[src/design/soc_pkg.sv]
/*
 * address map, register offsets and bus widths
 * device select type shared by decode and response logic
 */
package soc_pkg;

  localparam int ADDR_W    = 16;
  localparam int DATA_W    = 32;
  localparam int RAM_AW    = 10;
  localparam int REG_OFF_W = 5;

  // 4 KiB regions picked by the top address nibble
  localparam int REGION_LSB = 12;

  localparam logic [ADDR_W-1:0] RAM_BASE   = 16'h0000;
  localparam logic [ADDR_W-1:0] GPIO_BASE  = 16'h1000;
  localparam logic [ADDR_W-1:0] TIMER_BASE = 16'h2000;

  // gpio register offsets
  localparam logic [REG_OFF_W-1:0] GPIO_DATA_OUT   = 5'h00;
  localparam logic [REG_OFF_W-1:0] GPIO_DIR        = 5'h04;
  localparam logic [REG_OFF_W-1:0] GPIO_DATA_IN    = 5'h08;
  localparam logic [REG_OFF_W-1:0] GPIO_INTR_EN    = 5'h0C;
  localparam logic [REG_OFF_W-1:0] GPIO_INTR_STATE = 5'h10;

  // timer register offsets
  localparam logic [REG_OFF_W-1:0] TIMER_MTIME      = 5'h00;
  localparam logic [REG_OFF_W-1:0] TIMER_CMP        = 5'h04;
  localparam logic [REG_OFF_W-1:0] TIMER_CTRL       = 5'h08;
  localparam logic [REG_OFF_W-1:0] TIMER_INTR_STATE = 5'h0C;

  typedef enum logic [1:0] {DEV_RAM, DEV_GPIO, DEV_TIMER, DEV_NONE} dev_sel_e;

endpackage

[src/design/bus_decode.sv]
/*
 * host address decoder
 * per-device request strobes and device select
 */
`timescale 1ns/1ps

module bus_decode (
  input  logic                      req_i,
  input  logic [soc_pkg::ADDR_W-1:0] addr_i,
  output logic                      ram_req_o,
  output logic                      gpio_req_o,
  output logic                      timer_req_o,
  output soc_pkg::dev_sel_e         dev_sel_o
);

  logic [soc_pkg::ADDR_W-soc_pkg::REGION_LSB-1:0] region;

  assign region = addr_i[soc_pkg::ADDR_W-1:soc_pkg::REGION_LSB];

  always_comb begin
    dev_sel_o = soc_pkg::DEV_NONE;
    // word aligned accesses only
    if (addr_i[1:0] == 2'b00) begin
      if (region == soc_pkg::RAM_BASE[soc_pkg::ADDR_W-1:soc_pkg::REGION_LSB]) begin
        dev_sel_o = soc_pkg::DEV_RAM;
      end else if (region == soc_pkg::GPIO_BASE[soc_pkg::ADDR_W-1:soc_pkg::REGION_LSB]) begin
        dev_sel_o = soc_pkg::DEV_GPIO;
      end else if (region == soc_pkg::TIMER_BASE[soc_pkg::ADDR_W-1:soc_pkg::REGION_LSB]) begin
        dev_sel_o = soc_pkg::DEV_TIMER;
      end
    end
  end

  // unmapped or misaligned accesses raise no strobe
  assign ram_req_o   = req_i && (dev_sel_o == soc_pkg::DEV_RAM);
  assign gpio_req_o  = req_i && (dev_sel_o == soc_pkg::DEV_GPIO);
  assign timer_req_o = req_i && (dev_sel_o == soc_pkg::DEV_TIMER);

  // only one device may see any given access
  always_comb begin
    a_one_strobe : assert final ($onehot0({ram_req_o, gpio_req_o, timer_req_o}))
      else $error("more than one device strobe active");
  end

endmodule

[config.mk]
export PLATFORM = sky130hd
export DESIGN_NAME = bus_decode
export DESIGN_NICKNAME = d
export VERILOG_FILES = /design/src/design/soc_pkg.sv /design/src/design/bus_decode.sv
export SDC_FILE = /design/constraint.sdc
export NUM_CORES = 1
export LEC_CHECK = 0
export ABC_AREA = 1
export BUFFER_PORTS_ARGS = -buffer_cell sky130_fd_sc_hd__buf_2
export CORE_AREA = 2 2 39 41
export DETAILED_ROUTE_END_ITERATION = 6
export DIE_AREA = 0 0 41 43
export GPL_ROUTABILITY_DRIVEN = 0
export PLACE_DENSITY = 0.36
export SETUP_SLACK_MARGIN = 0.05
export SKIP_LAST_GASP = 1
export SLEW_MARGIN = 20
export SYNTH_ARGS = -nofsm -noshare
export SYNTH_HDL_FRONTEND = slang
export SYNTH_SLANG_ARGS = --single-unit
export TNS_END_PERCENT = 10
[constraint.sdc]
create_clock -name vclk -period 0.8
set_input_delay 0.08 -clock vclk [all_inputs]
set_output_delay 0.08 -clock vclk [all_outputs]
set_load 0.02 [all_outputs]
# Word level (Yosys, flattened, before mapping)
# Index checks and enable logic that the tools add are counted.
# word_totals
out_inout_bits,5
register_bits,0
in_bits,17
elab_cells,14
# classes
muxes,4
n_eq_ne,4
n_reduce_logical,6
# ops
operator,count
$mux W2,3
$eq A4 B1 Y1 const B,1
$eq A4 B2 Y1 const B,1
$logic_not A2 Y1,2
$logic_not A4 Y1,1
$logic_and A1 B1 Y1,3
$eq A2 B1 Y1 const B,1
$eq A2 B2 Y1 const B,1
$mux W1,1

# Longest topological paths before layout
# logic_depth
ltp_word,7
depth_mapped,3
depth_no_buf,3

# Least setup slack after synthesis
# OpenSTA, ideal clock, no wires.
# synth_timing
path_type,input port to output port
startpoint,input port addr_i[15] (netlist name)
endpoint,output port gpio_req_o
required_time_ns,0.720
cell_stages,3
n_path_buf,0
setup_slack_ns,-0.057
t_arrival_ns,0.777
path_cell_list,nor2_2 nand3_1 nor2_1
# synth_via
elab_cells_between_ends,9
cone_classes,eq/ne (3); mux (4); reduce/logical (2)
# synth_rtl
item,line_no,source
start: declaration,bus_decode.sv:9,"input logic [soc_pkg::ADDR_W-1:0] addr_i,"
$eq A4 B1 Y1,bus_decode.sv:26,end else if (region == soc_pkg::GPIO_BASE[soc_pkg::ADDR_W-1:soc_pkg::REGION_LSB]) begin
$mux W2,bus_decode.sv:26,
$mux W2 (*),bus_decode.sv:24,if (region == soc_pkg::RAM_BASE[soc_pkg::ADDR_W-1:soc_pkg::REGION_LSB]) begin
$mux W2 (*),bus_decode.sv:23,if (addr_i[1:0] == 2'b00) begin
via dev_sel_o[1],bus_decode.sv:13,output soc_pkg::dev_sel_e dev_sel_o
$eq A2 B1 Y1 (*),bus_decode.sv:36,assign gpio_req_o = req_i && (dev_sel_o == soc_pkg::DEV_GPIO);
$logic_and A1 B1 Y1 (*),bus_decode.sv:36,
end: declaration,bus_decode.sv:11,"output logic gpio_req_o,"
# The timed path passes the listed nets; every way through them passes the cells marked *.

# Worst setup path in the final report
# layout_timing
startpoint,input port addr_i[15] (netlist name)
endpoint,output port ram_req_o
# layout_via
elab_chain_len,7
elab_cells_between_ends,9
cone_classes,eq/ne (2); mux (4); reduce/logical (3)
# layout_rtl
item,line_no,source
$eq A4 B2 Y1,bus_decode.sv:28,end else if (region == soc_pkg::TIMER_BASE[soc_pkg::ADDR_W-1:soc_pkg::REGION_LSB]) begin
$mux W1,bus_decode.sv:28,
$mux W2,bus_decode.sv:26,
$mux W2 (*),bus_decode.sv:24,
$mux W2 (*),bus_decode.sv:23,
$logic_not A2 Y1 (*),bus_decode.sv:35,assign ram_req_o = req_i && (dev_sel_o == soc_pkg::DEV_RAM);
$logic_and A1 B1 Y1 (*),bus_decode.sv:35,
end: declaration,bus_decode.sv:10,"output logic ram_req_o,"
# Mark *: on every way between the ends. The rest lies on a longest branch, timed or not.

==> impl_metrics.py <==
metrics = {
    "clock_tree": {
        "postCtsSetupBuffers": 0,
        "hold_buffers": 0,
    },
    "drt": {
        "dr.pass1.iters": 4,
        "wl_per_cell_um": 6.43,
        "drc": 0,
        "wl_um": 257,
        "drt_iter0_markers": 2,
        "via_per_inst": 2.98,
        "ant_nets": 0,
        "num_vias": 119,
    },
    "synth": {
        "syn_inst": 11,
        "synth_area_leader_cell": "nor2_2",
        "yosys.area_share.adder": 0,
        "synth-xor-area-share": 0,
        "syn-num-nets": 28,
        "synth_top_family_by_area": "simple AND/OR/NAND/NOR gates",
        "synth-simple-area-share": 0.854,
        "synthMuxAreaShare": 0,
        "synth_warnings": 0,
        "avgSynthCellArea_um2": 4.66,
        "synth-compound-area-share": 0,
        "yosysMostFrequentCell": "nor2_1",
        "yosysUniqueCellTypes": 6,
        "synth_top_area_share": 0.244,
        "synthTopCellsByArea": "nor2_2 24%, nor2_1 22%, nand3_1 20%",
        "seq_area_frac_synth": 0,
        "synth_common_cells": "3 x nor2_1, 2 x inv_1, 2 x nand3_1, 2 x nor2_2",
        "synth_area_um2": 51.3,
    },
    "placed_design": {
        "io_buffers": 12,
        "post_dp_cell_area_um2": 151,
    },
    "status": {
        "status": "finished, final reports clean",
    },
    "finish": {
        "final_util": 0.134,
        "seqCellArea_um2": 0,
        "seq_cell_count": 0,
        "area_growth_pct": 261,
        "multi_input_area_um2": 66.3,
        "num_antenna_cells": 0,
        "final_nets": 43,
        "finish.instance_area_um2": 185,
        "drive_gt1_frac": 0.708,
        "nFillCells": 166,
        "nClkBuffers": 0,
    },
    "timing": {
        "fin_crit_ps": 739,
        "drv_slew": 0,
        "finalHoldViolations": 0,
        "worst_slew_pin_slew_ps": 104,
        "fmax_mhz": 1350,
        "rsz0062_at_grt": "true",
        "period_share": 0.924,
        "max-slew-margin-rel": 0.931,
        "setup_viol": 0,
    },
    "setup_path": {
        "cp-end-kind": "output port",
        "crit_required_ps": 720,
        "critPathTopFamily": "simple AND/OR/NAND/NOR gates",
        "cp_cell_sequence": "buf_6, nor2_4, nand4_1, nor2_1, buf_4",
        "worstPathArrival_ps": 660,
        "worstSetupStartpointType": "input pin",
        "slowest_delay_ps": 140,
        "worst-path-buf-inv": 2,
        "slowest_stage": "buf_4",
        "startpoint": "addr_i[15]",
        "cp_max_fo": 3,
        "crit_type": "input pin to output port",
    },
    "job": {
        "maxCapViolations": 0,
    },
    "die": {
        "die_x_um": 41,
        "initial_core_util": 0.0371,
        "die-area_um2": 1760,
        "rows": 14,
        "die_y_um": 43,
        "pin_count": 22,
        "coreArea_um2": 1380,
    },
    "global_route": {
        "antenna_found_initial": 0,
        "grt_pass1_wl_um": 379,
        "overflow": 0,
        "grt.total_usage": 0.0280,
        "grt_max_degree": 4,
        "grt_pass1_vias": 90,
    },
    "power": {
        "power_density_nw_per_um2": 332,
        "leakage_nw": 0.0854,
        "ir_drop_mv": 0.0357,
    },
    "min_path": {
        "hold_path.class": "input pin to output port",
        "worstHoldStart": "addr_i[13]",
    },
}
area by class of cell:
class / instances / area share
inverters: 2 / 0.0405
multi-input cells: 9 / 0.358
repair buffers: 13 / 0.493
well taps: 16 / 0.108
cells by family after synthesis:
kind of cell | count (synthesis)
simple gates | 9
buf+inv | 2
per-layer routing:
| metal | global-route usage | wire length [um] |
|---|---|---|
| met1 | 0.0285 | 74 |
| met4 | 0 | 0 |
| met2 | 0.0594 | 147 |
| met5 | 0 | 0 |
| met3 | 0 | 34 |
final timing paths:
kind	end	slack, ps	cells after the start
max	ram_req_o	60	5
min	ram_req_o	430	3
power by group:
part,switching (mW),leakage (nW),internal [mW]
clock,0,0,0
sequential,0,0,0
combinational,0.0283,0.0854,0.0333
total,0.0283,0.0854,0.0333
stage by stage:
| step | worst slack, ps | total power [mW] | setup TNS (ps) | instances | hold slack (ps) |
|---|---|---|---|---|---|
| after global routing | 10.1 | 0.0664 | 0 | 40 | 453 |
| final | 61.2 | 0.0615 | 0 | 40 | 430 |
| after detailed placement | -7.21 | 0.0459 | -13.5 | 40 | 430 |
| after floorplan | 89.8 | 0.0182 | 0 | 11 | 240 |
| after global placement | -9.38 | 0.0460 | -9.38 | 40 | 430 |
| after CTS | 42.5 | 0.0588 | 0 | 40 | 427 |
cells in the final DEF, fill, tap and decap left out:
| cell type | n |
|---|---|
| buf_2 | 7 |
| nand3_1 | 1 |
| nand4_1 | 1 |
| nand2_1 | 1 |
| nand3_2 | 1 |
| inv_1 | 2 |
| nor2_4 | 3 |
| buf_6 | 3 |
| buf_4 | 3 |
| nor2_1 | 2 |
repair_timing:
item,4_1_cts,5_1_grt
setup endpoints to repair,4,3
pin swaps,4,3
resized for setup,6,1
cloned,0,0
Note: power is estimated with default switching activity, not from simulation.
