--- config.mk ---
export PLATFORM = sky130hd
export DESIGN_NAME = gpio_regs
export DESIGN_NICKNAME = d
export VERILOG_FILES = /design/src/design/soc_pkg.sv /design/src/design/gpio_regs.sv
export SDC_FILE = /design/constraint.sdc
export NUM_CORES = 1
export LEC_CHECK = 0
export ABC_AREA = 1
export BUFFER_PORTS_ARGS = -buffer_cell sky130_fd_sc_hd__buf_2
export CELL_PAD_IN_SITES_DETAIL_PLACEMENT = 0
export CELL_PAD_IN_SITES_GLOBAL_PLACEMENT = 1
export CORE_ASPECT_RATIO = 2
export CORE_MARGIN = 2
export CORE_UTILIZATION = 41
export DETAILED_ROUTE_END_ITERATION = 10
export MAX_ROUTING_LAYER = met4
export PLACE_DENSITY_LB_ADDON = 0.1
export SETUP_SLACK_MARGIN = 0.15
export SLEW_MARGIN = 20
export SYNTH_ARGS = -nofsm -noshare
export SYNTH_HDL_FRONTEND = slang
export SYNTH_SLANG_ARGS = --single-unit
export TNS_END_PERCENT = 20
--- constraint.sdc ---
create_clock -name clk_i -period 1.8 [get_ports clk_i]
set_clock_uncertainty 0.15 [all_clocks]
set_input_delay 0.36 -clock clk_i [delete_from_list [all_inputs] [get_ports clk_i]]
set_output_delay 0.36 -clock clk_i [all_outputs]
set_load 0.005 [all_outputs]
--- src/design/soc_pkg.sv ---
/*
 * address map, register offsets and bus widths
 * device select type shared by decode and response logic
 */
package soc_pkg;

  localparam int ADDR_W    = 16;
  localparam int DATA_W    = 32;
  localparam int RAM_AW    = 10;
  localparam int REG_OFF_W = 5;

  // 4 KiB regions picked by the top address nibble
  localparam int REGION_LSB = 12;

  localparam logic [ADDR_W-1:0] RAM_BASE   = 16'h0000;
  localparam logic [ADDR_W-1:0] GPIO_BASE  = 16'h1000;
  localparam logic [ADDR_W-1:0] TIMER_BASE = 16'h2000;

  // gpio register offsets
  localparam logic [REG_OFF_W-1:0] GPIO_DATA_OUT   = 5'h00;
  localparam logic [REG_OFF_W-1:0] GPIO_DIR        = 5'h04;
  localparam logic [REG_OFF_W-1:0] GPIO_DATA_IN    = 5'h08;
  localparam logic [REG_OFF_W-1:0] GPIO_INTR_EN    = 5'h0C;
  localparam logic [REG_OFF_W-1:0] GPIO_INTR_STATE = 5'h10;

  // timer register offsets
  localparam logic [REG_OFF_W-1:0] TIMER_MTIME      = 5'h00;
  localparam logic [REG_OFF_W-1:0] TIMER_CMP        = 5'h04;
  localparam logic [REG_OFF_W-1:0] TIMER_CTRL       = 5'h08;
  localparam logic [REG_OFF_W-1:0] TIMER_INTR_STATE = 5'h0C;

  typedef enum logic [1:0] {DEV_RAM, DEV_GPIO, DEV_TIMER, DEV_NONE} dev_sel_e;

endpackage

--- src/design/gpio_regs.sv ---
/*
 * GPIO data out, direction and input sampling registers
 * rising-edge interrupt with write-1-clear status
 */
`timescale 1ns/1ps

module gpio_regs (
  input  logic                          clk_i,
  input  logic                          rst_i,
  input  logic                          req_i,
  input  logic                          we_i,
  input  logic [soc_pkg::REG_OFF_W-1:0] off_i,
  input  logic [soc_pkg::DATA_W-1:0]    wdata_i,
  output logic [soc_pkg::DATA_W-1:0]    rdata_o,
  input  logic [soc_pkg::DATA_W-1:0]    gpio_i,
  output logic [soc_pkg::DATA_W-1:0]    gpio_o,
  output logic [soc_pkg::DATA_W-1:0]    gpio_en_o,
  output logic                          intr_o
);

  logic [soc_pkg::DATA_W-1:0] data_out;
  logic [soc_pkg::DATA_W-1:0] dir;
  logic [soc_pkg::DATA_W-1:0] data_in;
  logic [soc_pkg::DATA_W-1:0] intr_en;
  logic [soc_pkg::DATA_W-1:0] intr_state;
  logic [soc_pkg::DATA_W-1:0] rise;
  logic                       wr;

  assign wr   = req_i && we_i;
  // data_in holds last cycle's pad value
  assign rise = gpio_i & ~data_in;

  // input pads sampled every cycle
  always_ff @(posedge clk_i) begin
    data_in <= gpio_i;
  end

  always_ff @(posedge clk_i) begin
    if (rst_i) begin
      data_out   <= '0;
      dir        <= '0;
      intr_en    <= '0;
      intr_state <= '0;
    end else begin
      if (wr && off_i == soc_pkg::GPIO_DATA_OUT) data_out <= wdata_i;
      if (wr && off_i == soc_pkg::GPIO_DIR) dir <= wdata_i;
      if (wr && off_i == soc_pkg::GPIO_INTR_EN) intr_en <= wdata_i;
      // a new edge wins over a clear in the same cycle
      if (wr && off_i == soc_pkg::GPIO_INTR_STATE) begin
        intr_state <= (intr_state & ~wdata_i) | rise;
      end else begin
        intr_state <= intr_state | rise;
      end
    end
  end

  always_ff @(posedge clk_i) begin
    if (rst_i) begin
      rdata_o <= '0;
    end else if (req_i) begin
      rdata_o <= '0;
      if (!we_i) begin
        case (off_i)
          soc_pkg::GPIO_DATA_OUT:   rdata_o <= data_out;
          soc_pkg::GPIO_DIR:        rdata_o <= dir;
          soc_pkg::GPIO_DATA_IN:    rdata_o <= data_in;
          soc_pkg::GPIO_INTR_EN:    rdata_o <= intr_en;
          soc_pkg::GPIO_INTR_STATE: rdata_o <= intr_state;
          default:                  rdata_o <= '0;
        endcase
      end
    end
  end

  assign gpio_o    = data_out;
  assign gpio_en_o = dir;
  assign intr_o    = |(intr_state & intr_en);

endmodule

# Word level (Yosys, flattened, before mapping)
# Cells that the tools add are included.
# classes
eq_ne	4
mux	3
bitwise	7
n_reduce_logical	7
# op_table
operator	count
$pmux W32 S5	1
$and A32 B32 Y32	3
$mux W32	2
$not A32 Y32	2
$or A32 B32 Y32	2
$reduce_or A32 Y1	1
$eq A5 B4 Y1 const B	2
$eq A5 B3 Y1 const B	1
$eq A5 B5 Y1 const B	1
$logic_and A1 B1 Y1	5
$logic_not A5 Y1	1
# totals
regBits	192
in_bits	73
out_inout_bits	97
elab_cells	27

# Depth between registers and ports, before layout
# depth
depth_word	4
depth_mapped	8

# Least setup slack after synthesis
# OpenSTA, ideal clock, no wires.
# synth_path
path_type	input-to-reg
from	in off_i[3] (netlist name)
to	reg intr_state[11] (netlist name)
setup_ps	132
t_arrival_ps	1410
required_time_ps	1518
slack_ps	108
stages	7
n_path_buf	2
cell_sequence	buf_4 nor2_8 nand3_2 or2_1 buf_2 o21ai_0 a21oi_1
# synth_via
elab_chain_cells	3
# synth_rtl
element	line_no	source
start: declaration	gpio_regs.sv:12	input logic [soc_pkg::REG_OFF_W-1:0] off_i,
$eq A5 B5 Y1	gpio_regs.sv:49	if (wr && off_i == soc_pkg::GPIO_INTR_STATE) begin
$logic_and A1 B1 Y1	gpio_regs.sv:49	
$mux W32	gpio_regs.sv:49	
end signal: assignment	gpio_regs.sv:50	intr_state <= (intr_state & ~wdata_i) | rise;
end signal: assignment	gpio_regs.sv:52	intr_state <= intr_state | rise;
end: declaration	gpio_regs.sv:25	logic [soc_pkg::DATA_W-1:0] intr_state;
# No other way between the ends.
# A chain may end at the register's enable or synchronous reset.

# Final worst setup path
# layout_path
from	reg intr_en[8] (netlist name)
to	out intr_o
# layout_via
elab_chain_cells	2
# layout_rtl
element	line_no	source
start: declaration	gpio_regs.sv:24	logic [soc_pkg::DATA_W-1:0] intr_en;
start signal: assignment	gpio_regs.sv:47	if (wr && off_i == soc_pkg::GPIO_INTR_EN) intr_en <= wdata_i;
$and A32 B32 Y32	gpio_regs.sv:77	assign intr_o = |(intr_state & intr_en);
$reduce_or A32 Y1	gpio_regs.sv:77	
end: declaration	gpio_regs.sv:18	output logic intr_o
# No other way between the ends.

==> summary.txt <==
Clock tree
  • TritonCTS Buffers: 17
  • Max Root-Sink Buffers: 2
  • Clock Latency Late Sink: 0.44 ns
  • H-tree Lvls: 4
  • Clk sink count: 192
  • CTS clk-pin slew, worst paths: 0.07 ns
  • Clk root buf: clkbuf_16
  • CTS tree: built

Worst setup path
  • Crit end category: output pin
  • CP startpoint kind: register
  • CP Data Arrival Time: 1.58 ns
  • Cell-by-cell trace of the critical path: a22o_1 > nor3_2 > nand4_1 > buf_2
  • Worst-path maximum fanout: 2
  • FF-to-FF setup slack: 0.69 ns
  • Top Family by Delay on Critical Path: simple AND/OR/NAND/NOR gates
  • CP peak stage delay: 0.32 ns
  • CP max stage cell: dfxtp_2
  • Worst setup path category: reg -> out
  • Required time of the critical path: 1.29 ns
  • Worst path bufs/invs: 1

Outcome
  • Violated checks: negative setup slack
  • Status: complete, but fails checks

Logic synthesis
  • Yosys reg bits: 192
  • Number of synthesized flops with an enable pin: 0
  • Post-Synthesis Cells: 1010
  • Library cells used by synthesis: 26
  • Syn Area/Cell: 8.31 um2
  • Yosys warnings: 0
  • Primary FF master, synth: dfxtp_1
  • Post-synthesis sequential area ratio: 45.8%
  • Share of flip-flops with an asynchronous set or reset: 0%
  • Synth Cell Area: 8400 um2
  • Syn nets: 1083

Drt
  • Wirelength per Cell: 19.2 um
  • Routed Antenna Nets: 0
  • # DRC: 0
  • Vias per inst: 5.47
  • Post-Route WL: 28200 um
  • Starting DRT DRC Count: 327
  • Vias: 8046
  • Drt pass-1 iters: 5

Floorplan
  • Die Y: 206 um
  • Core box area: 20300 um2
  • Full die area: 21700 um2
  • Initial Utilization: 41.4%
  • Row count: 74
  • I/O Pins: 170
  • Die X: 105 um

Timing
  • Worst slew pin tran: 0.515 ns
  • Fmax: 479 MHz
  • Unrepaired setup endpoints after global routing: true
  • Setup WS post-layout: -0.286 ns
  • Tmin final: 2.09 ns
  • Relative slew slack: 65.7%
  • Post-route clock period utilization: 116%
  • Final Slew Violations: 0
  • Setup-failing EPs final: 1
  • Final Hold Vio Count: 0

Placement
  • Dpl hpwl: 19100 um
  • I/O Buffers: 169
  • Setup slack after placement: -0.0499 ns
  • GP Congestion: 0.834
  • Post-DP Area: 9790 um2

Final layout
  • Fin util: 53.0%
  • Share of cells above drive strength 1: 27.1%
  • Diode count: 0
  • Final nets: 1265
  • P&R area growth vs syn: 28.0%
  • Final Instance Area: 10700 um2
  • Fillers: 2032

GRT
  • GRT overflow: 0
  • Antenna violations before repair: 0
  • Pin count of the biggest net entering global routing: 39
  • Vias in the first global route: 7828
  • Total track usage: 26.9%
  • First-pass GRT wire length: 43600 um

Power
  • Leak: 4.67 nW
  • Peak VDD IR: 555 uV
  • Total Power: 9.18 mW
  • Power Dens Cells: 854 nW/um2

Run
  • Max cap viols: 0

Hold path
  • Hold Crit Class: in -> reg
[timing repair]
item                                   CTS  global route
pin swaps                                3             5
hold buffers                            32             0
buffers inserted                         1             0
endpoints found under the hold margin   32             0
resized for setup                        3             6
setup endpoints to repair                1             1
[cell usage in the layout (no fill, tap or decap), types with 31 or more instances in the layout]
cell           Yosys  final
a211oi_2          56     56
a211oi_1          40     40
buf_2             23    168
nor2_1            99     98
inv_1             97     97
dfxtp_1          192    190
a21oi_1           64     64
buf_4             16     31
nand3_1           34     34
o21ai_0           60     60
nand4_1          135    135
nand2_1           89     85
dlygate4sd3_1      0     32
o21bai_1          32     32
[layer usage]
metal	global-route usage, %	vias to the layer above	routed length, um
met5	-	-	0
met1	30.5	3813	11300
met4	10.5	0	697
li1	-	3944	-
met2	47.8	243	15100
met3	3.22	46	1140
[layout make-up]
class	count	area (um2)	area share (%)
timing repair buffer	251	1790	16.6
clock inverter	12	158	1.47
inverter	100	375	3.49
multi-input combinational	630	3800	35.3
tap	266	333	3.10
clock buffer	19	453	4.21
sequential	192	3850	35.8
[worst paths after layout]
path / start / to / cells after the start
worst max register to register: intr_en[8] / rdata_o[8] / 5
worst max-delay path: intr_en[8] / intr_o / 4
worst min register to register: rdata_o[3] / rdata_o[3] / 2
worst min-delay path: wdata_i[8] / intr_en[8] / 3
[state kept, by name, summed over array words and instances, names as in the netlist]
| register | count |
|---|---|
| rdata_o | 32 |
| intr_state | 32 |
| gpio_en_o | 32 |
| data_in | 32 |
| gpio_o | 32 |
| intr_en | 32 |
[synthesized netlist by cell type, types with 2 or more instances]
cell      number  share of area, %
dfxtp_1      192                46
nand4_1      135                10
nor2_1        99               4.4
inv_1         97               4.3
nand2_1       89               4.0
a21oi_1       64               3.8
o21ai_0       60               3.6
a211oi_2      56               8.3
clkbuf_1      48               2.1
a211oi_1      40               3.6
nand3_1       34               2.0
o21bai_1      32               2.9
buf_2         23               1.4
buf_4         16               1.4
a22o_1         4              0.42
nor2_4         4              0.54
o21ai_1        4              0.24
inv_2          2             0.089
nand3_2        2              0.24
nor2_2         2              0.15
nor3_1         2              0.12
[power by group]
group	switching, mW	leakage, nW	internal (mW)	total, mW
registers	0.0700	1.57	4.35	4.42
logic	0.499	2.80	0.282	0.781
clock network	1.71	0.304	2.27	3.97
total	2.28	4.67	6.90	9.18
[worst register-to-register path, stage by stage, from the launching register on]
cell	delay, ns
dfxtp_2	0.32
buf_4	0.13
nand4_1	0.08
o21ai_0	0.08
o21bai_1	0.16
a21oi_1	0.08
[logic make-up after synthesis]
kind of cell / count (synthesis) / share of synthesized area (%)
DFF: 192 / 45.8
buffers and inverters: 188 / 9.46
AOI/OAI and AO/OA: 261 / 22.9
and+or+nand+nor: 369 / 21.8
[metrics by stage]
step	instances	TNS, ns	hold WS [ns]
after global placement	1406	0	0.302
final	1470	-0.286	0.120
after CTS	1470	-0.292	0.114
after floorplan	1010	0	0.238
after detailed placement	1406	-1.71	0.304
after global routing	1470	-0.322	0.122
Note: power is estimated with default switching activity, not from simulation.
