==> src/design/soc_pkg.sv <==
/*
 * address map, register offsets and bus widths
 * device select type shared by decode and response logic
 */
package soc_pkg;

  localparam int ADDR_W    = 16;
  localparam int DATA_W    = 32;
  localparam int RAM_AW    = 10;
  localparam int REG_OFF_W = 5;

  // 4 KiB regions picked by the top address nibble
  localparam int REGION_LSB = 12;

  localparam logic [ADDR_W-1:0] RAM_BASE   = 16'h0000;
  localparam logic [ADDR_W-1:0] GPIO_BASE  = 16'h1000;
  localparam logic [ADDR_W-1:0] TIMER_BASE = 16'h2000;

  // gpio register offsets
  localparam logic [REG_OFF_W-1:0] GPIO_DATA_OUT   = 5'h00;
  localparam logic [REG_OFF_W-1:0] GPIO_DIR        = 5'h04;
  localparam logic [REG_OFF_W-1:0] GPIO_DATA_IN    = 5'h08;
  localparam logic [REG_OFF_W-1:0] GPIO_INTR_EN    = 5'h0C;
  localparam logic [REG_OFF_W-1:0] GPIO_INTR_STATE = 5'h10;

  // timer register offsets
  localparam logic [REG_OFF_W-1:0] TIMER_MTIME      = 5'h00;
  localparam logic [REG_OFF_W-1:0] TIMER_CMP        = 5'h04;
  localparam logic [REG_OFF_W-1:0] TIMER_CTRL       = 5'h08;
  localparam logic [REG_OFF_W-1:0] TIMER_INTR_STATE = 5'h0C;

  typedef enum logic [1:0] {DEV_RAM, DEV_GPIO, DEV_TIMER, DEV_NONE} dev_sel_e;

endpackage

==> src/design/timer_regs.sv <==
/*
 * machine timer with free-running mtime, compare and enable
 * sticky expiry interrupt
 */
`timescale 1ns/1ps

module timer_regs (
  input  logic                          clk_i,
  input  logic                          rst_i,
  input  logic                          req_i,
  input  logic                          we_i,
  input  logic [soc_pkg::REG_OFF_W-1:0] off_i,
  input  logic [soc_pkg::DATA_W-1:0]    wdata_i,
  output logic [soc_pkg::DATA_W-1:0]    rdata_o,
  output logic                          intr_o
);

  logic [soc_pkg::DATA_W-1:0] mtime;
  logic [soc_pkg::DATA_W-1:0] cmp;
  logic                       en;
  logic                       intr_state;
  logic                       wr;
  logic                       mtime_wr;
  logic                       expired;

  assign wr       = req_i && we_i;
  assign mtime_wr = wr && (off_i == soc_pkg::TIMER_MTIME);
  assign expired  = en && (mtime >= cmp);

  always_ff @(posedge clk_i) begin
    if (rst_i) begin
      mtime      <= '0;
      cmp        <= '1;
      en         <= 1'b0;
      intr_state <= 1'b0;
    end else begin
      // software write takes priority over counting
      if (mtime_wr) begin
        mtime <= wdata_i;
      end else if (en) begin
        mtime <= mtime + 1'b1;
      end
      if (wr && off_i == soc_pkg::TIMER_CMP) cmp <= wdata_i;
      if (wr && off_i == soc_pkg::TIMER_CTRL) en <= wdata_i[0];
      if (wr && off_i == soc_pkg::TIMER_INTR_STATE && wdata_i[0]) begin
        intr_state <= expired;
      end else begin
        intr_state <= intr_state | expired;
      end
    end
  end

  always_ff @(posedge clk_i) begin
    if (rst_i) begin
      rdata_o <= '0;
    end else if (req_i) begin
      rdata_o <= '0;
      if (!we_i) begin
        case (off_i)
          soc_pkg::TIMER_MTIME:      rdata_o <= mtime;
          soc_pkg::TIMER_CMP:        rdata_o <= cmp;
          soc_pkg::TIMER_CTRL:       rdata_o <= {{(soc_pkg::DATA_W-1){1'b0}}, en};
          soc_pkg::TIMER_INTR_STATE: rdata_o <= {{(soc_pkg::DATA_W-1){1'b0}}, intr_state};
          default:                   rdata_o <= '0;
        endcase
      end
    end
  end

  assign intr_o = intr_state;

  // counter frozen while disabled unless software writes it
  a_mtime_hold : assert property (@(posedge clk_i) disable iff (rst_i)
    (!en && !mtime_wr) |=> $stable(mtime))
    else $error("mtime moved while timer disabled");

endmodule

==> config.mk <==
export PLATFORM = sky130hd
export DESIGN_NAME = timer_regs
export DESIGN_NICKNAME = d
export VERILOG_FILES = /design/src/design/soc_pkg.sv /design/src/design/timer_regs.sv
export SDC_FILE = /design/constraint.sdc
export NUM_CORES = 1
export LEC_CHECK = 0
export BUFFER_PORTS_ARGS = -buffer_cell sky130_fd_sc_hd__buf_4
export CAP_MARGIN = 20
export CORE_MARGIN = 4
export CORE_UTILIZATION = 53
export CTS_BUF_LIST = sky130_fd_sc_hd__clkbuf_2
export CTS_CLUSTER_SIZE = 14
export DETAILED_ROUTE_END_ITERATION = 8
export PLACE_DENSITY = 0.8
export SYNTH_ARGS = -nofsm -noshare
export SYNTH_HDL_FRONTEND = slang
export SYNTH_SLANG_ARGS = --single-unit
==> constraint.sdc <==
create_clock -name clk_i -period 3.6 [get_ports clk_i]
set_clock_uncertainty 0.2 [all_clocks]
set_input_delay 1.08 -clock clk_i [delete_from_list [all_inputs] [get_ports clk_i]]
set_output_delay 1.08 -clock clk_i [all_outputs]
set_load 0.02 [all_outputs]
After elaboration in Yosys (flattened, before gate mapping)

Index checks and enable logic that the tools add are counted.

Register bits: 98
Bits of input ports: 41
Output and inout bits: 33
Word-level logic and storage cells: 25

$add $sub $neg: 1
Order comparisons: 1
Equality and inequality tests: 3
Multiplexer cells: 5
Bitwise logic cells: 1
Reductions and logical operators: 9

Operators by type and width:

| kind                    | count |
|---|---|
| $pmux W32 S4            | 1 |
| $mux W32                | 3 |
| $add A32 B1 Y32 const B | 1 |
| $ge A32 B32 Y1          | 1 |
| $eq A5 B4 Y1 const B    | 2 |
| $logic_and A1 B1 Y1     | 7 |
| $eq A5 B3 Y1 const B    | 1 |
| $logic_not A5 Y1        | 1 |
| $reduce_bool A2 Y1      | 1 |
| $mux W1                 | 1 |
| $or A1 B1 Y1            | 1 |

Depth between registers and ports, before layout

Depth in word-level cells: 4
Gate-level depth with buffers: 8

Worst setup path before layout

OpenSTA, ideal clock, no wires.

Path type: input to register
Start: in off_i[1] (netlist bit)
End: reg mtime[10] (netlist bit)
Setup time: 0.146 ns
Arrival: 2.454 ns
Path slack: 0.800 ns
Stages: 6
Buffers on the path: 2
Cell sequence: or4_4 or3_1 clkbuf_1 clkbuf_1 nor2_1 a211oi_2

Word-level cells in the longest chain between the ends: 3
Elaborated cells on any way between the ends: 4
Those cells by class: 1 x mux; 3 x reduce/logical

RTL lines:

| item                                                  | RTL line         | text |
|---|---|---|
| from (decl)                                           | timer_regs.sv:12 | `input logic [soc_pkg::REG_OFF_W-1:0] off_i,` |
| $logic_not A5 Y1 (*)                                  | timer_regs.sv:27 | `assign mtime_wr = wr && (off_i == soc_pkg::TIMER_MTIME);` |
| $logic_and A1 B1 Y1 (*)                               | timer_regs.sv:27 |  |
| $mux W32 / $reduce_bool A2 Y1 (equally long branches) | --               |  |
| to (signal assigned)                                  | timer_regs.sv:39 | `mtime <= wdata_i;` |
| to (signal assigned)                                  | timer_regs.sv:41 | `mtime <= mtime + 1'b1;` |
| to (decl)                                             | timer_regs.sv:18 | `logic [soc_pkg::DATA_W-1:0] mtime;` |

Every way passes the cells marked *; elsewhere a longest branch is shown, timed or not.
A chain may end at the register's enable or synchronous reset.

Final worst setup path

Start: in off_i[1] (netlist bit)
End: reg mtime[25] (netlist bit)

Same word-level chain as after synthesis.

==> flow_metrics.env <==
export IMPL_die_width_um=110
export IMPL_critPathKind="primary input to flip-flop"
export IMPL_rows=36
export IMPL_design_die_area_sq_um=12000
export IMPL_synth_nets=704
export IMPL_synth_area_leaders="dfxtp_1 (36%), ha_1 (7.6%), nor2_1 (6.7%)"
export IMPL_cap_viol_max_count=0
export IMPL_grt_max_degree=65
export IMPL_ioPinCount=74
export IMPL_syn2layout_area_growth_pct=13.2
export IMPL_async_flop_share_pct=0
export IMPL_tightest_slew_ns=0.709
export IMPL_rrSetupSlack_ns=1.25
export IMPL_cp_endpoint="mtime[25]"
export IMPL_p_total_mw=1.79
export IMPL_hold_buffers=0
export IMPL_root_buffer="clkbuf_2"
export IMPL_cts_tree="yes"
export IMPL_drtAntennaViolNets=0
export IMPL_status="complete, no violations"
export IMPL_stdcell_area_sq_um=6190
export IMPL_fin_crit_sh_pct=73.5
export IMPL_gp_congestion=0.848
export IMPL_worstReg2RegStart="mtime[8]"
export IMPL_path_cells="buf_4 > or4_4 > or3_2 > buf_4 > a311oi_1"
export IMPL_critPathLaunchType="primary input"
export IMPL_setup_viol=0
export IMPL_power_density_nw_per_um2=289
export IMPL_drive_above_1_share_pct=22.3
export IMPL_ys_types=47
export IMPL_postCtsSetupRepairBufs=0
export IMPL_insertedDiodeCount=0
export IMPL_die_height_um=110
export IMPL_slowest_stage="or4_4"
export IMPL_yosysSeqAreaShare_pct=35.9
export IMPL_antenna_found_initial=0
export IMPL_drt_iter0_drc=348
export IMPL_first_pass_iters=5
export IMPL_critPathMostFrequentCell="buf_4"
export IMPL_grt_usage_pct=23.3
export IMPL_synthFlopType="dfxtp_1"
export IMPL_initial_core_util_pct=55.2
export IMPL_postPlaceCellArea_sq_um=6080
export IMPL_synth_seq_cells=98
export IMPL_drc=0
export IMPL_hold_start="rdata_o[0]"
export IMPL_yosys_area_top_type="dfxtp_1"
export IMPL_peakVddDrop_uv=176
export IMPL_p_leak_nw=2.73
export IMPL_dpl_hpwl_um=9050
export IMPL_first_global_vias=4718
export IMPL_nets=755
export IMPL_cts_sink_count=98
export IMPL_critPathLaunch="off_i[1]"
export IMPL_via_per_inst=5.82
export IMPL_rsz0062_at_grt="false"
export IMPL_synth_avg_cell_area_sq_um=8.68
export IMPL_cts_buffers=9
export IMPL_wl_per_cell_um=16.0
export IMPL_ctsHtreeMaxLevel=3
export IMPL_final_hold_violation_count=0
export IMPL_setup_tns_ns=0
export IMPL_synthCells=630
export IMPL_r2r_end="mtime[28]"
export IMPL_cts_resized=0
export IMPL_synth_cell_area_sq_um=5470
export IMPL_synth_edff_count=0
export IMPL_cpPeakStageDelay_ns=0.57
export IMPL_layout_min_cycle_time_ns=2.64
export IMPL_yosys_area_top_type_share_pct=35.9
export IMPL_reg2reg_depth=6
export IMPL_vias=4763
export IMPL_slew_viol_final=0
export IMPL_fill_cells=857
export IMPL_final_cells=819
export IMPL_hold_path_class="flip-flop to flip-flop"
export IMPL_numPlacedInstances=803
export IMPL_core_sq_um=9910
export IMPL_arrival_ns=2.95
export IMPL_insertion_delay_ns=0.59
export IMPL_routed_wirelength_um=13100
export IMPL_crit_fanout=58
export IMPL_worstSetupEndpointType="flip-flop"
export IMPL_relSlewSlack_pct=52.8
export IMPL_path_clk_slew_ns=0.26
export IMPL_grt_pass1_wl_um=22300
export IMPL_grt_overflow=0
export IMPL_clk_path_buf_depth=2
export IMPL_fmax_mhz=378
export IMPL_port_buffers=73
export IMPL_worst_ep_required_time_ns=3.91
export IMPL_ys_top_cells_by_count="dfxtp_1 (98), nor2_1 (98), a21oi_1 (39), inv_1 (39)"
export IMPL_synth_warnings=0
-- report_power, final --
group	switching [mW]	total [mW]	leakage (nW)	internal [mW]
Combinational	0.0776	0.144	1.87	0.0668
Sequential	0.00661	1.10	0.791	1.10
Clock	0.389	0.545	0.0599	0.156
Total	0.473	1.79	2.73	1.32
-- metal layers --
metal  vias up  global-route usage, %  share of wire (%)
li1       2325                      -                  -
met1      2280                   31.2                 46
met2       135                   37.6                 47
met3        23                   4.17                5.1
met4         0                   8.73                2.0
met5         -                      0                  0
-- logic make-up after synthesis --
logic type | Yosys count | share of synthesized area, %
fa+ha+maj | 33 | 7.55
compound gates | 131 | 18.6
mux | 31 | 6.52
simple gates | 232 | 21.3
xor+xnor | 24 | 3.84
buf+inv | 81 | 6.34
flops | 98 | 35.9
-- area by class of cell --
| cell class | instances | area, sq um | area share [%] |
|---|---|---|---|
| well taps | 133 | 166 | 2.69 |
| clock inverters | 7 | 70.1 | 1.13 |
| inverters | 39 | 146 | 2.36 |
| repair buffers | 82 | 628 | 10.1 |
| flip-flops and latches | 98 | 1960 | 31.7 |
| multi-input cells | 451 | 3170 | 51.3 |
| clock buffers | 9 | 45.0 | 0.728 |
-- worst max-delay path: cells and delay by family --
family / cells / cell delay, ns
buf+inv: 2 / 0.44
compound gates: 1 / 0.33
simple gates: 2 / 1.04
-- worst min path at each step --
stage                       to  slack (ns)  depth (start not counted)
CTS                 rdata_o[0]        0.30                          2
finish              rdata_o[0]        0.29                          2
detailed placement  rdata_o[0]        0.27                          2
floorplan            mtime[28]        0.32                          2
global placement    rdata_o[0]        0.27                          2
global route        rdata_o[0]        0.33                          2
-- registers in the layout (all words and copies together) (netlist names) --
register,count
en,1
intr_o,1
rdata_o,32
mtime,32
cmp,32
-- cells in the final DEF (no fill, tap or decap), types with 2 or more instances in the layout --
cell type	Yosys	final
a2111o_1	2	2
a211o_1	33	33
a211oi_1	9	9
a211oi_2	20	20
a21o_1	5	5
a21oi_1	39	39
a311oi_1	5	5
and2_1	4	4
and3_1	7	7
buf_4	2	81
clkbuf_2	0	9
clkinv_2	0	2
clkinvlp_4	0	4
dfxtp_1	98	98
ha_1	33	33
inv_1	39	39
mux2_2	27	27
mux2i_1	3	3
nand2_1	15	15
nand2b_1	3	3
nand3_1	20	20
nand3b_1	3	3
nand4_1	22	22
nand4b_1	3	3
nor2_1	98	98
nor2b_1	33	32
nor3_1	10	10
nor4_1	2	2
o211ai_1	2	2
o21ai_0	11	11
or3_1	4	3
xnor2_1	4	4
xor2_1	20	20
-- through the flow --
stage / util (%) / setup slack (ns) / hold slack [ns]
detailed placement: 61.3 / 0.344 / 0.269
global route: 62.5 / 0.951 / 0.330
floorplan: - / 0.800 / 0.319
CTS: 62.5 / 1.02 / 0.298
finish: 62.5 / 0.955 / 0.294
global placement: 61.3 / 0.422 / 0.267
Note: power is estimated with default switching activity, not from simulation.
