### config.mk
export PLATFORM = sky130hd
export DESIGN_NAME = resp_mux
export DESIGN_NICKNAME = d
export VERILOG_FILES = /design/src/design/soc_pkg.sv /design/src/design/resp_mux.sv
export SDC_FILE = /design/constraint.sdc
export NUM_CORES = 1
export LEC_CHECK = 0
export BUFFER_PORTS_ARGS = -buffer_cell sky130_fd_sc_hd__buf_2
export CORE_MARGIN = 3
export CORE_UTILIZATION = 40
export CTS_CLUSTER_SIZE = 30
export DETAILED_ROUTE_END_ITERATION = 16
export GPL_ROUTABILITY_DRIVEN = 0
export PLACE_DENSITY = 0.95
export SYNTH_ARGS = -nofsm -noshare
export SYNTH_HDL_FRONTEND = slang
export SYNTH_SLANG_ARGS = --single-unit
### constraint.sdc
create_clock -name clk_i -period 2.4 [get_ports clk_i]
set_input_delay 0.36 -clock clk_i [delete_from_list [all_inputs] [get_ports clk_i]]
set_output_delay 0.36 -clock clk_i [all_outputs]
set_load 0.02 [all_outputs]
### src/design/soc_pkg.sv
/*
 * address map, register offsets and bus widths
 * device select type shared by decode and response logic
 */
package soc_pkg;

  localparam int ADDR_W    = 16;
  localparam int DATA_W    = 32;
  localparam int RAM_AW    = 10;
  localparam int REG_OFF_W = 5;

  // 4 KiB regions picked by the top address nibble
  localparam int REGION_LSB = 12;

  localparam logic [ADDR_W-1:0] RAM_BASE   = 16'h0000;
  localparam logic [ADDR_W-1:0] GPIO_BASE  = 16'h1000;
  localparam logic [ADDR_W-1:0] TIMER_BASE = 16'h2000;

  // gpio register offsets
  localparam logic [REG_OFF_W-1:0] GPIO_DATA_OUT   = 5'h00;
  localparam logic [REG_OFF_W-1:0] GPIO_DIR        = 5'h04;
  localparam logic [REG_OFF_W-1:0] GPIO_DATA_IN    = 5'h08;
  localparam logic [REG_OFF_W-1:0] GPIO_INTR_EN    = 5'h0C;
  localparam logic [REG_OFF_W-1:0] GPIO_INTR_STATE = 5'h10;

  // timer register offsets
  localparam logic [REG_OFF_W-1:0] TIMER_MTIME      = 5'h00;
  localparam logic [REG_OFF_W-1:0] TIMER_CMP        = 5'h04;
  localparam logic [REG_OFF_W-1:0] TIMER_CTRL       = 5'h08;
  localparam logic [REG_OFF_W-1:0] TIMER_INTR_STATE = 5'h0C;

  typedef enum logic [1:0] {DEV_RAM, DEV_GPIO, DEV_TIMER, DEV_NONE} dev_sel_e;

endpackage

### src/design/resp_mux.sv
/*
 * response path with registered select, read data mux and error flag
 */
`timescale 1ns/1ps

module resp_mux (
  input  logic                       clk_i,
  input  logic                       rst_i,
  input  logic                       req_i,
  input  soc_pkg::dev_sel_e          dev_sel_i,
  input  logic                       we_i,
  input  logic [soc_pkg::DATA_W-1:0] ram_rdata_i,
  input  logic [soc_pkg::DATA_W-1:0] gpio_rdata_i,
  input  logic [soc_pkg::DATA_W-1:0] timer_rdata_i,
  output logic                       rvalid_o,
  output logic                       err_o,
  output logic [soc_pkg::DATA_W-1:0] rdata_o
);

  logic              req_q;
  logic              we_q;
  soc_pkg::dev_sel_e sel_q;

  always_ff @(posedge clk_i) begin
    if (rst_i) begin
      req_q <= 1'b0;
    end else begin
      req_q <= req_i;
    end
  end

  // payload for the access in flight
  always_ff @(posedge clk_i) begin
    we_q  <= we_i;
    sel_q <= dev_sel_i;
  end

  always_comb begin
    rdata_o = '0;
    if (!we_q) begin
      case (sel_q)
        soc_pkg::DEV_RAM:   rdata_o = ram_rdata_i;
        soc_pkg::DEV_GPIO:  rdata_o = gpio_rdata_i;
        soc_pkg::DEV_TIMER: rdata_o = timer_rdata_i;
        default:            rdata_o = '0;
      endcase
    end
  end

  assign rvalid_o = req_q;
  assign err_o    = req_q && (sel_q == soc_pkg::DEV_NONE);

  // each request answered exactly one cycle later
  a_rvalid_lat : assert property (@(posedge clk_i) disable iff (rst_i)
    rvalid_o == $past(req_i))
    else $error("rvalid_o not aligned to request");

endmodule

## After elaboration in Yosys (flattened, before gate mapping)

Cells that the tools add are included.

- Eq/ne operators: 3
- Multiplexer cells: 2
- Reductions and logical operators: 2

Operators by type and width:

| kind | count |
|---|---|
| 32-bit one-hot mux with 3 select lines | 1 |
| 32-bit 2-to-1 mux | 1 |
| 2-bit == test, second input constant | 2 |
| 2-bit by 1-bit == test with 1-bit output, second input constant | 1 |
| 2-bit logical NOT | 1 |
| 1-bit logical AND | 1 |

- Output and inout bits: 34
- Logic and storage cells: 10
- Bits in registers: 4
- Input bits: 102

## Depth between registers and ports, before layout

Gate-level depths: netlist of the first run.

- Depth after elaboration: 3
- Gate-level depth with buffers: 4
- Gate-level depth less buffers: 3

## Least setup slack after synthesis of the first run

OpenSTA, ideal clock, no wires.

- Path type: flip-flop to output port
- Start point: register sel_q[0]
- End point: output rdata_o[31] in the netlist's numbering
- Arrival time: 1283 ps
- Cell stages (with the launch flop): 5
- Slack: 757 ps
- Required time: 2040 ps
- Buffers on the path: 2
- Cells stage by stage: dfxtp_1 > buf_6 > buf_6 > a211oi_1 > a211oi_1

- Longest elaborated chain between the ends: 3
- Elaborated cells on any way between the ends: 5
- Classes of those cells: eq/ne: 2; mux: 2; reduce/logical: 1

RTL lines:

| item | line | RTL |
|---|---|---|
| from (decl) | resp_mux.sv:22 | `soc_pkg::dev_sel_e sel_q;` |
| from (signal assigned) | resp_mux.sv:35 | `sel_q <= dev_sel_i;` |
| 2-bit == test, or another cell as far along | resp_mux.sv:41 | `case (sel_q)` |
| 32-bit one-hot mux with 3 select lines (*) | resp_mux.sv:41 |  |
| 32-bit 2-to-1 mux (*) | resp_mux.sv:40 | `if (!we_q) begin` |
| to (decl) | resp_mux.sv:17 | `output logic [soc_pkg::DATA_W-1:0] rdata_o` |

Every way passes the cells marked *; elsewhere a longest branch is shown, timed or not.

## Worst setup path in the final report of the first run

- Start point: register sel_q[0]
- End point: output rdata_o[0] in the netlist's numbering

The elaborated chain is that of the path after synthesis.

==> results of run 1 <==
==> sequential cells by signal, indices dropped and copies added (netlist names) <==
signal    flops
sel_q         2
rvalid_o      1
we_q          1
==> final cells by class <==
cell class              instances  area [sq um]  share of cell area (%)
flip-flops and latches          4         83.83                   4.182
multi-input cells             129          1125                   56.12
clock buffers                   3         22.52                   1.124
repair buffers                139         718.2                   35.83
well taps                      44         55.05                   2.747
==> Yosys cell counts <==
cell and number:
buf_4 2, nor2b_1 32, mux2i_1 1, dfxtp_1 4, clkbuf_1 3, nand2b_1 31, and3_1 1, buf_6 4
buf_12 2, a211oi_1 17, o31ai_2 1, buf_2 10, a211oi_2 45, nand4bb_1 1
==> stage by stage <==
| step | setup WS, ps | instances | hold slack (ps) |
|---|---|---|---|
| after floorplan | 757.4 | 154 | 387.7 |
| after global placement | 757.2 | 316 | 462.1 |
| after detailed placement | 743.5 | 316 | 463.5 |
| after CTS | 479.7 | 319 | 208.5 |
| after global routing | 342.5 | 319 | 208.6 |
| final | 497.7 | 319 | 219.5 |
==> logic make-up (layout without fill, tap and decap cells) <==
kind of cell,after synthesis,after routing,share of synthesized area [%]
flops,4,4,5.861
compound gates,63,63,51.46
simple gates,65,65,30.13
mux,1,1,0.7326
buf+inv,21,142,11.81
==> how the worst min path moves through the flow <==
stage | from | end | depth (start not counted)
final | dev_sel_i[1] | sel_q[1] | 1
after global placement | we_i | we_q | 1
after floorplan | dev_sel_i[0] | sel_q[0] | 0
after CTS | dev_sel_i[1] | sel_q[1] | 1
after global routing | dev_sel_i[0] | sel_q[0] | 1
after detailed placement | we_i | we_q | 1
==> routing by layer <==
metal  GRT usage (%)  vias up  part of all wire, %
li1                -      813                    -
met3           2.426        6                  7.6
met1           19.48      705                   36
met2           36.47       75                   55
met4           5.541        0                  1.0
met5               0        -                    0
==> power breakdown <==
group          leakage [nW]  switching, mW  total [mW]  internal [mW]
Combinational         0.866          0.178       0.340          0.162
Clock                0.0138         0.0298      0.0859         0.0561
Sequential           0.0337        0.00902      0.0800         0.0710
==> metrics.md, run 1 <==
| Metric | Value |
|---|---|
| Mean Syn Cell Area | `8.872 sq um` |
| Longest Clk Path Bufs | `2` |
| Largest net degree at the start of global routing | `97` |
| Max Cap Viol | `0` |
| Largest area contributor in the netlist | `a211oi_2` |
| Pwr Total | `0.5059 mW` |
| Grt total ovfl | `0` |
| Number of CTS-inserted buffers | `3` |
| Yosys reg bits | `4` |
| Final net count | `379` |
| Drt drc | `0` |
| CP required | `2040 ps` |
| CP arrival | `1540 ps` |
| Synth cell types | `14` |
| Crit start category | `flip-flop` |
| Placed Area | `1982 sq um` |
| CP delay by family, top | `buffers and inverters` |
| Clk root buf | `clkbuf_4` |
| Leak | `0.9138 nW` |
| WP buf/inv | `2` |
| Clock sinks | `4` |
| TNS Setup | `0 ps` |
| Max-slew headroom at the worst pin | `63.11%` |
| DIE AREA | `4153 sq um` |
| Total of fill cells in the finished design | `298` |
| Number of nets with antenna violations after routing | `0` |
| Via/cell ratio | `5.013` |
| Worst-path clk slew | `40 ps` |
| Die Ht | `64.45 um` |
| Via count | `1599` |
| CP max stage delay | `330 ps` |
| Row Count | `20` |
| Detail-routed net length per standard cell | `12.67 um` |
| Synth Instances | `154` |
| Total wire length | `4041 um` |
| Half-perimeter wire length after placement | `3230 um` |
| Fin area | `2004 sq um` |
| Maximum VDD drop | `0.2418 mV` |
| Synthesized Nets | `256` |
| Post-layout util | `63.57%` |
| PwrDens | `252.4 nW/um^2` |
| N_diodes | `0` |
| Post-CTS sizing | `0` |
| Slew Limit Fails | `0` |
| HP Class | `input port to flip-flop` |
| Crit-path cells | `buf_12 -> nor2b_1 -> a211oi_1 -> a211oi_2 -> buf_2` |
| Status | `finished clean` |
| Final min period | `1902 ps` |
| Synth Cell Area | `1366 sq um` |
| Slew @ Worst Pin | `553.4 ps` |
| Critical Path Fanout Max | `96` |
| Total GRT Usage | `18.27%` |
| Die Span X | `64.45 um` |
| Crit path depth | `5` |
| Post-CTS setup buffers | `0` |
| Crit path launch | `sel_q[0]` |
| Critical path capture point type | `primary output` |
| Most frequent cells in the layout | `buf_2 (135), a211oi_2 (45), nor2b_1 (32)` |
| Leading post-synthesis cells by cell area | `a211oi_2 (41%), nor2b_1 (15%), nand2b_1 (14%)` |
| Register area share after synthesis | `5.861%` |
| I/O Pins | `136` |
| Final period util | `79.26%` |
| RSZ-0062 raised after global routing | `no` |
| Count of buffers from port buffering | `135` |
| First-pass GRT wire length | `6320 um` |
| Hold Vio Cnt, Final | `0` |
| CTS tree | `done` |
| Initial antenna violation count | `0` |
| Commonest non-fill, non-tap cell in the layout | `buf_2` |
| # setup viols final | `0` |
| First-pass DRT Iterations | `4` |
| Drt first-iter violations | `42` |
| Area growth syn-to-layout | `46.70%` |
| H-Tree Level Count | `1` |
| Share of layout cells above drive strength 1 | `69.45%` |
| Post-synth top area share | `41.21%` |
| Setup crit end | `rdata_o[0]` |
| CTS Hold Bufs | `0` |
| Vias in the first global route | `1533` |
| Yosys Warn Count | `0` |
| Initial Utilization | `43.33%` |
| Max Freq | `0.5257 GHz` |
| Worst path slowest cell | `dfxtp_2` |
| Critical path type | `flip-flop to primary output` |
| Core Box Area | `3153 sq um` |
Note: power is estimated with default switching activity, not from simulation.
==> run 2: changes to the inputs <==
CORE_UTILIZATION = 33   (was 40)
PLACE_DENSITY = 0.85   (was 0.95)
clock period = 1.6 ns   (was 2.4 ns; I/O delays follow)
==> metrics.md, run 2 (same netlist as run 1, synthesis figures left out) <==
| Metric | Value |
|---|---|
| Drt first-iter violations | `51 (+21%)` |
| Failing checks | `setup timing` |
| I/O Pins | `136 (unchanged)` |
| Area growth syn-to-layout | `78.57%` |
| First-pass DRT Iterations | `4 (unchanged)` |
| PwrDens | `402.7 nW/um^2 (+60%)` |
| Min-Delay Endpoint | `sel_q[0]` |
| Via count | `1714 (+7.2%)` |
| CP arrival | `1390 ps (-150 ps)` |
| Placed insts | `321 (+1.6%)` |
| Final net count | `384 (+1.3%)` |
| Detail-routed net length per standard cell | `15.03 um (+19%)` |
| Half-perimeter wire length after placement | `3193 um (-1.1%)` |
| Count of buffers from port buffering | `135 (unchanged)` |
| Critical path type | `flip-flop to primary output` |
| H-Tree Level Count | `1 (unchanged)` |
| Vias in the first global route | `1697 (+11%)` |
| Initial antenna violation count | `0 (unchanged)` |
| Total wire length | `4930 um (+22%)` |
| Leak | `1.068 nW (+17%)` |
| Max Cap Viol | `0 (unchanged)` |
| N_diodes | `0 (unchanged)` |
| Clock sinks | `4 (unchanged)` |
| Pwr Total | `0.9826 mW (+94%)` |
| CTS Hold Bufs | `0 (unchanged)` |
| Slew Limit Fails | `0 (unchanged)` |
| Slew @ Worst Pin | `505.0 ps (-48.37 ps)` |
| Max Freq | `0.6118 GHz` |
| Hold Vio Cnt, Final | `0 (unchanged)` |
| Final period util | `102.2%` |
| First-pass GRT wire length | `7245 um (+15%)` |
| Commonest non-fill, non-tap cell in the layout | `buf_2` |
| Longest Clk Path Bufs | `2 (unchanged)` |
| Critical Path Fanout Max | `25 (-74%)` |
| Maximum VDD drop | `0.3735 mV (+54%)` |
| Number of nets with antenna violations after routing | `0 (unchanged)` |
| Drt drc | `0 (unchanged)` |
| FF/Latch Area | `86.33 sq um (+3.0%)` |
| Status | `complete, but fails checks` |
| Max reg flops | `2 (unchanged)` |
| RSZ-0062 raised after global routing | `yes` |
| Die Ht | `70.35 um (+9.2%)` |
| Largest net degree at the start of global routing | `52 (-46%)` |
| CP required | `1360 ps (-680 ps)` |
| Worst slack at placement | `169.3 ps (-574.2 ps)` |
| Total of fill cells in the finished design | `300 (+0.67%)` |
| Share of layout cells above drive strength 1 | `83.93% (+14 points)` |
| Post-layout util | `63.77% (+0.20 points)` |
| DIE AREA | `4948 sq um (+19%)` |
| Most flops, register | `sel_q` |
| CTS tree | `done` |
| Critical path capture point type | `primary output` |
| Row Count | `22 (+10%)` |
| Footprint of the multi-input gates | `1291 sq um (+15%)` |
| HP Class | `input port to flip-flop` |
| Clk root buf | `clkbuf_8` |
| Total GRT Usage | `17.26% (-1.0 points)` |
| Max-slew headroom at the worst pin | `66.33% (+3.2 points)` |
| Setup WS post-layout | `-34.51 ps (-532.2 ps)` |
| Hold path start | `dev_sel_i[0]` |
| Initial Utilization | `35.71% (-7.6 points)` |
| Core Box Area | `3826 sq um (+21%)` |
| Via/cell ratio | `5.226 (+4.3%)` |
| # setup viols final | `19 (+19)` |
| Most frequent cells in the layout | `buf_2 (105), a211oi_2 (60), buf_4 (30)` |
| Post-route insts no fill | `328 (+2.8%)` |
| Worst-path clk slew | `30 ps (about the same)` |
| Final min period | `1635 ps` |
| Die Span X | `70.35 um (+9.2%)` |
| Crit start category | `flip-flop` |
| Number of CTS-inserted buffers | `3 (unchanged)` |
| Grt total ovfl | `0 (unchanged)` |
| Hold path depth | `1 (unchanged)` |
## run 2: worst max-delay path by stage
| stage | start | end | depth (start not counted) |
|---|---|---|---|
| 6_report | sel_q[0] | rdata_o[1] | 4 |
| 5_1_grt | sel_q[0] | rdata_o[0] | 5 |
| 4_1_cts | sel_q[0] | rdata_o[19] | 4 |
| 3_5_place_dp | sel_q[0] | rdata_o[22] | 5 |
| 3_3_place_gp | sel_q[0] | rdata_o[1] | 5 |
| 2_1_floorplan | sel_q[0] | rdata_o[31] | 4 |
## run 2: report_power, final
part,internal [mW],switching [mW]
clock,0.160,0.0505
combinational,0.337,0.309
sequential,0.106,0.0202
## run 2: layout make-up
type | instances | share of cell area [%]
Tap cell | 48 | 2.462
Multi-Input combinational cell | 129 | 52.92
Clock buffer | 3 | 1.692
Timing Repair Buffer | 144 | 39.38
Sequential cell | 4 | 3.538
## run 2: per-stage QoR
stage / TNS [ps] / instance area (sq um) / hold WS [ps]
after global placement: 0 / 2044 / 342.4
after detailed placement: 0 / 2044 / 346.7
final: -256.2 / 2440 / 127.5
after floorplan: 0 / 1366 / 267.7
after CTS: -678.3 / 2236 / 119.4
after global routing: -2364 / 2440 / 117.0
## run 2: metal layers
layer | GRT usage, % | up-vias | routed length, um
li1 | - | 828 | -
met1 | 18.94 | 797 | 1846
met2 | 32.54 | 85 | 2666
met3 | 3.022 | 4 | 391
met4 | 6.170 | 0 | 25
met5 | 0 | - | 0
## run 2: critical path, cell delays in order (launching register included)
cell	delay [ps]
dfxtp_4	400
clkbuf_16	210
nand2b_1	160
a211oi_2	230
buf_4	180
## run 2: what timing repair did
action / in CTS / in global routing
cloned: 1 / 3
setup endpoints to repair: 21 / 32
buffers inserted: 0 / 0
pin swaps: 16 / 4
resized for setup: 36 / 38
==> run 3: changes to the inputs <==
--- a/config.mk
+++ b/config.mk
@@ -14,2 +14,4 @@
 export PLACE_DENSITY = 0.85
+export SKIP_CTS_REPAIR_TIMING = 1
+export SKIP_LAST_GASP = 1
 export SYNTH_ARGS = -nofsm -noshare
==> constraint.sdc (replaced) <==
create_clock -name clk_i -period 1.6 [get_ports clk_i]
set_input_delay 0.08 -clock clk_i [delete_from_list [all_inputs] [get_ports clk_i]]
set_output_delay 0.08 -clock clk_i [all_outputs]
set_load 0.02 [all_outputs]
==> metrics.md, run 3 (same netlist as run 1, synthesis figures left out) <==
| Metric | Value |
|---|---|
| Critical path capture point type | `primary output` |
| Count of buffers from port buffering | `135 (unchanged)` |
| HP Class | `input port to flip-flop` |
| N_diodes | `0 (unchanged)` |
| RSZ-0062 raised after global routing | `no` |
| Max Cap Viol | `0 (unchanged)` |
| H-Tree Level Count | `1 (unchanged)` |
| Max Freq | `0.6566 GHz (+7.3%)` |
| Worst-path clk slew | `30 ps (about the same)` |
| Total GRT Usage | `14.08% (-3.2 points)` |
| Core Box Area | `3826 sq um (unchanged)` |
| Final min period | `1523 ps (-111.4 ps)` |
| Largest net degree at the start of global routing | `52 (unchanged)` |
| Area growth syn-to-layout | `53.57%` |
| Total of fill cells in the finished design | `349 (+16%)` |
| Final period util | `95.19% (-7.0 points)` |
| First-pass DRT Iterations | `3 (-1)` |
| Number of CTS-inserted buffers | `3 (unchanged)` |
| Detail-routed net length per standard cell | `12.26 um (-18%)` |
| Grt total ovfl | `0 (unchanged)` |
| Die Span X | `70.35 um (unchanged)` |
| CP required | `1520 ps (+160 ps)` |
| Final net count | `382 (-0.52%)` |
| Initial Utilization | `35.71% (unchanged)` |
| Clock sinks | `4 (unchanged)` |
| Via/cell ratio | `4.945 (-5.4%)` |
| Status | `finished clean` |
| Critical Path Fanout Max | `51 (+100%)` |
| # setup viols final | `0 (-19)` |
| Crit start category | `flip-flop` |
| Commonest non-fill, non-tap cell in the layout | `buf_2` |
| Placed Area | `2012 sq um (-1.6%)` |
| Maximum VDD drop | `0.4171 mV (+12%)` |
| I/O Pins | `136 (unchanged)` |
| Fin area | `2098 sq um (-14%)` |
| Die Ht | `70.35 um (unchanged)` |
| Min Hold Slack | `13.11 ps (-114.4 ps)` |
| Total wire length | `3997 um (-19%)` |
| TNS Setup | `0 ps (+256.2 ps)` |
| Post-layout util | `54.84% (-8.9 points)` |
| Drt first-iter violations | `28 (-45%)` |
| Row Count | `22 (unchanged)` |
| Max-slew headroom at the worst pin | `63.68% (-2.7 points)` |
| Leak | `0.9482 nW (-11%)` |
| Max reg flops | `2 (unchanged)` |
| Critical path type | `flip-flop to primary output` |
| Worst slack at placement | `63.95 ps (-105.4 ps)` |
| Post-route insts no fill | `326 (-0.61%)` |
| Longest Clk Path Bufs | `2 (unchanged)` |
| Pwr Total | `0.8661 mW (-12%)` |
| Most flops, register | `sel_q` |
| Most frequent cells in the layout | `buf_2 (135), a211oi_2 (45), nor2b_1 (32)` |
| CP arrival | `1440 ps (+50 ps)` |
| CTS tree | `done` |
| Via count | `1612 (-6.0%)` |
| Hold Vio Cnt, Final | `0 (unchanged)` |
| DIE AREA | `4948 sq um (unchanged)` |
| Vias in the first global route | `1404 (-17%)` |
| PwrDens | `412.8 nW/um^2 (+2.5%)` |
| Placed insts | `320 (-0.31%)` |
| Initial antenna violation count | `0 (unchanged)` |
| Share of layout cells above drive strength 1 | `68.71% (-15 points)` |
| Setup WS post-layout | `76.90 ps (+111.4 ps)` |
| Clk root buf | `clkbuf_8` |
| First-pass GRT wire length | `5844 um (-19%)` |
| Number of nets with antenna violations after routing | `0 (unchanged)` |
| Half-perimeter wire length after placement | `3178 um (-0.47%)` |
| Drt drc | `0 (unchanged)` |
| Slew @ Worst Pin | `544.8 ps (+39.84 ps)` |
| Slew Limit Fails | `0 (unchanged)` |
-- run 3: cell types whose count changed in the layout (fill, tap and decap cells not counted), sizes merged --
cell         change
dlygate4sd3      +3
clkbuf           -3
buf              -2
-- run 3: critical path, cell delays in order (launching register included) --
cell and delay [ps]:
dfxtp_2 360, buf_12 220, nor2b_1 70, a211oi_1 290
a211oi_2 80, buf_2 190
-- run 3: area by class of cell --
type,count,area (sq um),area share [%]
multi-input combinational,129,1125,53.61
timing repair buffer,142,785.8,37.45
sequential,4,86.33,4.114
tap,48,60.06,2.862
clock buffer,3,41.29,1.968
-- run 3: layer usage --
metal  vias to the layer above  part of all wire, %  global-route usage (%)
met5                         -                    0                       0
met4                         0                 0.60                   4.681
met3                         4                   10                   2.734
met2                        85                   53                   26.82
met1                       700                   37                   15.20
li1                        823                    -                       -
-- run 3: final timing paths --
path | slack [ps] | end | startpoint | depth (start not counted)
max | 80 | rdata_o[2] | sel_q[0] | 5
min | 10 | rvalid_o | rst_i | 2
-- run 3: power by group --
group | switching [mW] | internal [mW] | total, mW
clock | 0.0553 | 0.161 | 0.216
combinational | 0.262 | 0.258 | 0.520
sequential | 0.0244 | 0.106 | 0.130
total | 0.342 | 0.524 | 0.866
